==> config.mk <==
export PLATFORM = sky130hd
export DESIGN_NAME = upd1771c_sound
export DESIGN_NICKNAME = d
export VERILOG_FILES = /design/src/design/upd1771c_pkg.sv /design/src/design/clock_phase_gen.sv /design/src/design/phase_latch.sv /design/src/design/tone_counter.sv /design/src/design/dac_output.sv /design/src/design/upd1771c_sound.sv
export VERILOG_INCLUDE_DIRS = /design/src /design/src/design
export SDC_FILE = /design/constraint.sdc
export NUM_CORES = 1
export LEC_CHECK = 0
export BUFFER_PORTS_ARGS = -buffer_cell sky130_fd_sc_hd__buf_2
export CAP_MARGIN = 20
export CORE_MARGIN = 2
export CORE_UTILIZATION = 40
export CTS_CLUSTER_DIAMETER = 40
export CTS_CLUSTER_SIZE = 20
export DETAILED_ROUTE_END_ITERATION = 7
export HOLD_SLACK_MARGIN = 0.02
export PLACE_DENSITY = 0.7
export SLEW_MARGIN = 20
export SYNTH_ARGS = -nofsm -noshare
export SYNTH_HDL_FRONTEND = slang
export SYNTH_SLANG_ARGS = --single-unit
==> constraint.sdc <==
create_clock -name CLK -period 2.7 [get_ports CLK]
set_clock_uncertainty 0.1 [all_clocks]
set_input_delay 0.405 -clock CLK [delete_from_list [all_inputs] [get_ports CLK]]
set_output_delay 0.405 -clock CLK [all_outputs]
set_load 0.02 [all_outputs]
==> src/design/upd1771c_params.svh <==
`ifndef UPD1771C_PARAMS_SVH
`define UPD1771C_PARAMS_SVH

////////////////////
// machine timing

// CLK cycles in one machine phase
`define UPD_PHASES 8

////////////////////
// tone bands of N

`define UPD_RANGE_08 8'h08  // lowest N that can make a tone
`define UPD_RANGE_10 8'h10
`define UPD_RANGE_20 8'h20
`define UPD_RANGE_40 8'h40  // reload pulse drives the tone from here up

////////////////////
// interrupt vectors

// offsets 0, 4, 8 and C are added per band
`define UPD_TONE_VEC_BASE 12'h020

`endif

==> src/design/upd1771c_pkg.sv <==
package upd1771c_pkg;

  ////////////////////
  // sound path payloads

  // tone reload value N
  typedef logic [7:0] n_reload_t;

  // {invert, negative, magnitude[7:0]}
  typedef logic [9:0] da_word_t;

  // two's complement sample
  typedef logic [8:0] pcm_t;

  ////////////////////
  // interrupt support

  // program address
  typedef logic [11:0] int_vec_t;

  // band of N that selects the tone source
  typedef enum logic [2:0] {
    BELOW_08,  // no tone
    R08_0F,    // nuc bit 2
    R10_1F,    // nuc bit 1
    R20_3F,    // nuc bit 0
    R40_FF     // delayed reload pulse
  } tone_range_e;

endpackage

==> src/design/clock_phase_gen.sv <==
`timescale 1ns/1ps
`include "upd1771c_params.svh"

module clock_phase_gen (
  input  logic CLK,
  input  logic rst_n,
  output logic cp1p,
  output logic cp2n,
  output logic clk4
);

  ////////////////////
  // phase positions

  // last state of the phase counter, cp1p fires here
  localparam logic [2:0] PH_LAST = 3'(`UPD_PHASES - 1);
  localparam logic [2:0] PH_CP2N = PH_LAST - 3'd3;  // three cycles ahead of cp1p
  localparam logic [2:0] PH_CLK4 = 3'd3;

  logic [2:0] ph_cnt;

  ////////////////////
  // phase counter

  always_ff @(posedge CLK) begin
    if (!rst_n) begin
      ph_cnt <= 3'd0;
    end else if (ph_cnt == PH_LAST) begin
      ph_cnt <= 3'd0;  // wrap at end of phase
    end else begin
      ph_cnt <= ph_cnt + 3'd1;
    end
  end

  ////////////////////
  // strobe decode

  // each strobe is one CLK wide, once per phase
  always_comb begin
    cp1p = (ph_cnt == PH_LAST);
    cp2n = (ph_cnt == PH_CP2N);
    clk4 = (ph_cnt == PH_CLK4);
  end

endmodule

==> src/design/phase_latch.sv <==
`timescale 1ns/1ps

module phase_latch
  import upd1771c_pkg::*;
#(
  parameter type payload_t = n_reload_t
) (
  input  logic     CLK,
  input  logic     rst_n,
  input  logic     cp2n,
  input  logic     cp1p,
  input  logic     wr,
  input  payload_t d,
  output payload_t q
);

  payload_t stage_one;

  ////////////////////
  // two-phase transfer

  always_ff @(posedge CLK) begin
    if (!rst_n) begin
      stage_one <= '0;
      q         <= '0;
    end else begin
      if (cp2n) begin
        stage_one <= wr ? d : q;  // new value or hold current
      end
      if (cp1p) begin
        q <= stage_one;  // visible from the next phase on
      end
    end
  end

endmodule

==> src/design/tone_counter.sv <==
`timescale 1ns/1ps
`include "upd1771c_params.svh"

module tone_counter
  import upd1771c_pkg::*;
(
  input  logic      CLK,
  input  logic      rst_n,
  input  logic      cp1p,
  input  n_reload_t n_reload,
  input  logic      tone_ie,
  output logic      tone_irq,
  output int_vec_t  tone_vec
);

  n_reload_t   nc;           // down counter
  logic        nc_eq_01;
  logic        reload_d;     // reload seen one phase ago
  logic [2:0]  nuc;          // reload counter
  tone_range_e n_range;
  logic        tone_cond;
  logic        tone_cond_d;
  logic        tone_fall;
  int_vec_t    vec_offset;

  assign nc_eq_01 = (nc == 8'd1);

  ////////////////////
  // NC and NUC

  always_ff @(posedge CLK) begin
    if (!rst_n) begin
      nc       <= '0;
      reload_d <= 1'b0;
      nuc      <= 3'd0;
    end else if (cp1p) begin
      if (nc_eq_01) begin
        nc <= n_reload;  // one reload every N phases
      end else begin
        nc <= nc - 8'd1;
      end
      reload_d <= nc_eq_01;
      if (reload_d) begin
        nuc <= nuc + 3'd1;
      end
    end
  end

  ////////////////////
  // band decode

  // 3F belongs to the 20-3F band
  always_comb begin
    if (n_reload < `UPD_RANGE_08) begin
      n_range = BELOW_08;
    end else if (n_reload < `UPD_RANGE_10) begin
      n_range = R08_0F;
    end else if (n_reload < `UPD_RANGE_20) begin
      n_range = R10_1F;
    end else if (n_reload < `UPD_RANGE_40) begin
      n_range = R20_3F;
    end else begin
      n_range = R40_FF;
    end
  end

  always_comb begin
    case (n_range)
      R08_0F:  tone_cond = nuc[2];
      R10_1F:  tone_cond = nuc[1];
      R20_3F:  tone_cond = nuc[0];
      R40_FF:  tone_cond = reload_d;
      default: tone_cond = 1'b0;  // N too small for a tone
    endcase
  end

  always_comb begin
    case (n_range)
      R10_1F:  vec_offset = 12'h004;
      R20_3F:  vec_offset = 12'h008;
      R40_FF:  vec_offset = 12'h00c;
      default: vec_offset = 12'h000;
    endcase
  end

  ////////////////////
  // trigger and vector

  assign tone_fall = tone_cond_d & ~tone_cond & tone_ie;  // falling edge only

  always_ff @(posedge CLK) begin
    if (!rst_n) begin
      tone_cond_d <= 1'b0;
      tone_irq    <= 1'b0;
      tone_vec    <= '0;
    end else if (cp1p) begin
      tone_cond_d <= tone_cond;
      tone_irq    <= tone_fall;  // held for a full phase
      if (tone_fall) begin
        tone_vec <= `UPD_TONE_VEC_BASE + vec_offset;
      end
    end
  end

endmodule

==> src/design/dac_output.sv <==
`timescale 1ns/1ps

module dac_output
  import upd1771c_pkg::*;
(
  input  da_word_t da,
  output pcm_t     pcm_out
);

  logic       da_invert;
  logic       da_negative;
  logic [7:0] da_mag;
  logic [7:0] sample_mag;

  ////////////////////
  // DA word fields

  assign da_invert   = da[9];
  assign da_negative = da[8];
  assign da_mag      = da[7:0];

  ////////////////////
  // sample inversion

  always_comb begin
    if (da_invert) begin
      sample_mag = ~da_mag;  // set when ss and ts differ
    end else begin
      sample_mag = da_mag;
    end
  end

  ////////////////////
  // 9-bit PCM

  // negative samples carry the complemented magnitude
  always_comb begin
    pcm_out[8] = da_negative;
    if (da_negative) begin
      pcm_out[7:0] = ~sample_mag;
    end else begin
      pcm_out[7:0] = sample_mag;
    end
  end

endmodule

==> src/design/upd1771c_sound.sv <==
`timescale 1ns/1ps

module upd1771c_sound
  import upd1771c_pkg::*;
(
  input  logic       CLK,
  input  logic       rst_n,
  input  logic       n_wr,
  input  n_reload_t  n_data,
  input  logic       tone_ie,
  input  logic       da_wr,
  input  logic [7:0] da_data,
  input  logic       ss,
  input  logic       ts,
  output logic       tone_irq,
  output int_vec_t   tone_vec,
  output pcm_t       pcm_out
);

  logic      cp1p;
  logic      cp2n;
  n_reload_t n_reload;
  da_word_t  da_word;
  da_word_t  da_q;

  assign da_word = {ss ^ ts, ss, da_data};  // invert, sign, magnitude

  ////////////////////
  // phase clocks

  // clk4 has no load in the sound path
  clock_phase_gen u_phase (
    .CLK   (CLK),
    .rst_n (rst_n),
    .cp1p  (cp1p),
    .cp2n  (cp2n),
    .clk4  ()
  );

  ////////////////////
  // host registers

  phase_latch #(.payload_t(n_reload_t)) u_n_latch (
    .CLK   (CLK),
    .rst_n (rst_n),
    .cp2n  (cp2n),
    .cp1p  (cp1p),
    .wr    (n_wr),
    .d     (n_data),
    .q     (n_reload)
  );

  phase_latch #(.payload_t(da_word_t)) u_da_latch (
    .CLK   (CLK),
    .rst_n (rst_n),
    .cp2n  (cp2n),
    .cp1p  (cp1p),
    .wr    (da_wr),
    .d     (da_word),
    .q     (da_q)
  );

  ////////////////////
  // tone and DAC

  tone_counter u_tone (
    .CLK      (CLK),
    .rst_n    (rst_n),
    .cp1p     (cp1p),
    .n_reload (n_reload),
    .tone_ie  (tone_ie),
    .tone_irq (tone_irq),
    .tone_vec (tone_vec)
  );

  dac_output u_dac (
    .da      (da_q),
    .pcm_out (pcm_out)
  );

endmodule

==> qor.yml <==
outcome: "complete, no violations"
finalWorstPathRequiredPeriod_ps: 2300
dp.final_hpwl_mm: 3.59
setup_viol: 0
final_common_cell: "dfxtp_1"
cp-end-kind: "primary output"
reg2reg_from: "u_phase.ph_cnt[0]"
worst_hold_path.endpoint: "u_da_latch.stage_one[3]"
ant_nets: 0
synth_simple_gate_area_share_pct: 17.4
die_area_sq_um: 7660
arrival_ps: 1800
rr_worst_depth: 6
synth-adder-area-share_pct: 2.69
path_clk_slew_ps: 100
worst_skew_pair.late_latency_ps: 310
critPathLaunchType: "register"
post-place-ws_ps: 633
vias: 2125
relSlewSlack_pct: 37.3
cts_setup_buffers: 0
ys_seq_area_share_pct: 40.2
synth_top_area_share_pct: 40.2
row_count: 30
reg2reg_to: "u_tone.nc[5]"
critPathTopFamily: "XOR/XNOR gates"
multi_input_area_sq_um: 1510
diodes: 0
cp_common_cell: "xnor2_1"
track_usage_pct: 14.8
drt-vias-per-instance: 5.39
syn_area_sq_um: 2790
layout.nets: 342
post-route-drc-count: 0
post-route-period-util_pct: 85.3
htree_levels: 2
cts-buffers-inserted: 5
power_density_nw_per_um2: 471
hp-class: "input port to register"
synth_cell_types: 46
synth-compound-area-share_pct: 16.4
final_max_slew_viol_count: 0
syn_avg_cell_area_sq_um: 9.62
finalSetupTns_ps: 0
hold_buffers: 0
wl_per_cell_um: 13.2
gp_congestion: 0.838
crit_type: "register to primary output"
synth_top_family_by_area: "simple AND/OR/NAND/NOR gates"
dieWidth_um: 87.5
area_growth_pct: 9.15
post_cts_resize_count: 0
ff2ff_setup_slack_ps: 630
rsz0062_at_grt: "no"
slowest_stage: "xnor2_1"
fill_cells: 649
crit_path_max_fanout: 8
drive_above_1_share_pct: 16.6
synthMuxAreaShare_pct: 12.6
ys.flop_type: "dfxtp_1"
cts_tree: "built"
clock_tree.root_cell: "clkbuf_8"
die_y_um: 87.5
synth.area.top_cells: "dfxtp_1 (40%), mux2i_1 (13%), o211a_1 (6.8%)"
synth_edf_count: 0
synth_top_area_cell: "dfxtp_1"
finalHoldViolCount: 0
clkSinkCount: 56
min_from: "da_data[3]"
grt_pass1_vias: 1989
io_pins: 45
drt_wl_total_mm: 5.21
postSynth.asyncResetShare_pct: 0
initial_utilization_pct: 41.3
whs_path_depth: 4
ys_ff_latch: 56
yosysWarningCount: 0
antenna_found_initial: 0
synth_xor_area_share_pct: 3.77
synthCells: 290
drtIter0Drc: 123
crit_buf_inv: 1
final-seq-area_sq_um: 1120
port_buffers: 35
fmax_ghz: 0.434
placeableCoreArea_sq_um: 6760
max_stage_delay_ps: 760
grt_max_degree: 38
overflow: 0
drt-pass1-iter-count: 4
final_cell_mix: "dfxtp_1 (56), mux2i_1 (35), buf_2 (35)"
required_ps: 2190
worstMarginPinSlew_ps: 934
cts.path.max_buffers: 2
ir_drop_v: 0.000255
path_cells: "xnor2_1 > xnor2_1 > buf_2"
maxCapViolCount: 0
leakage_nw: 1.40
layout_setup_ws_ps: 396
grt_pass1_wl_mm: 9.09
[synth_stat cells (all sizes together), types with 3 or more instances]
cell / count
buf: 18
o21a: 4
nand2: 26
and3: 4
nor2: 6
a21boi: 8
a21oi: 6
inv: 6
dfxtp: 56
ha: 6
or3: 3
o21ai: 4
nand3: 6
nor3: 5
o211a: 19
and2: 3
xnor2: 12
mux2i: 35
nor3b: 3
clkbuf: 12
nor2b: 21
[state kept, by name (all words and copies together), names as in the netlist]
register              flops
u_da_latch.q             10
u_da_latch.stage_one     10
u_n_latch.q               8
u_n_latch.stage_one       8
u_tone.nc                 8
u_phase.ph_cnt            3
u_tone.nuc                3
u_tone.tone_vec           3
u_tone.reload_d           1
u_tone.tone_cond_d        1
u_tone.tone_irq           1
[final cells by class]
class | instances | area share, %
timing repair buffer | 38 | 6.49
clock buffer | 6 | 2.71
clock inverter | 2 | 0.329
multi-input combinational | 205 | 49.5
sequential | 56 | 36.8
tap | 80 | 3.29
inverter | 7 | 0.863
[power breakdown]
group | switching, W | internal (W) | leakage, nW | total [W]
sequential | 0.00000928 | 0.000842 | 0.452 | 0.000851
combinational | 0.0000587 | 0.0000484 | 0.896 | 0.000107
clock | 0.000270 | 0.000206 | 0.0510 | 0.000475
total | 0.000338 | 0.00110 | 1.40 | 0.00143
[kinds of logic (layout without fill, tap and decap cells)]
logic type / count (synthesis) / in the layout
XOR/XNOR: 12 / 12
AND/OR/NAND/NOR: 88 / 88
AO/OA/AOI/OAI: 55 / 55
flip-flops: 56 / 56
buffers and inverters: 37 / 53
adder cells (fa/ha/maj): 6 / 6
multiplexers: 35 / 35
other: 1 / 9
[worst reg2reg max path: stages (launching register included)]
cell and delay, ps:
dfxtp_1 350, ha_1 150, ha_1 280, nor3b_1 630, o21ai_0 210, a21oi_1 160, o211a_1 140
[through the flow]
stage | area (sq um) | total power [W] | utilization, % | cells | hold WS (ps)
finish | 3040 | 0.00143 | 45.1 | 394 | 342
CTS | 3040 | 0.00145 | 45.1 | 394 | 331
global route | 3040 | 0.00150 | 45.1 | 394 | 343
detailed placement | 2950 | 0.000979 | 43.7 | 386 | 360
global placement | 2950 | 0.000976 | 43.7 | 386 | 345
floorplan | 2820 | 0.000959 | - | 298 | 360
[how the worst max path moves through the flow]
stage                          from  cells past startpoint           end
floorplan           u_da_latch.q[8]                      2    pcm_out[0]
global placement       u_tone.nc[0]                      5  u_tone.nc[5]
detailed placement     u_tone.nc[0]                      5  u_tone.nc[5]
finish              u_da_latch.q[8]                      3    pcm_out[0]
CTS                 u_da_latch.q[8]                      3    pcm_out[0]
global route        u_da_latch.q[8]                      3    pcm_out[3]
[per-layer routing]
layer  vias up  wire length (um)  GRT usage (%)
li1       1050                 -              -
met1      1007              2350           17.7
met5         -                 0              0
met3        12               275           3.70
met4         0               129           6.57
met2        56              2460           25.1
Power figures use the tool's default switching activity.
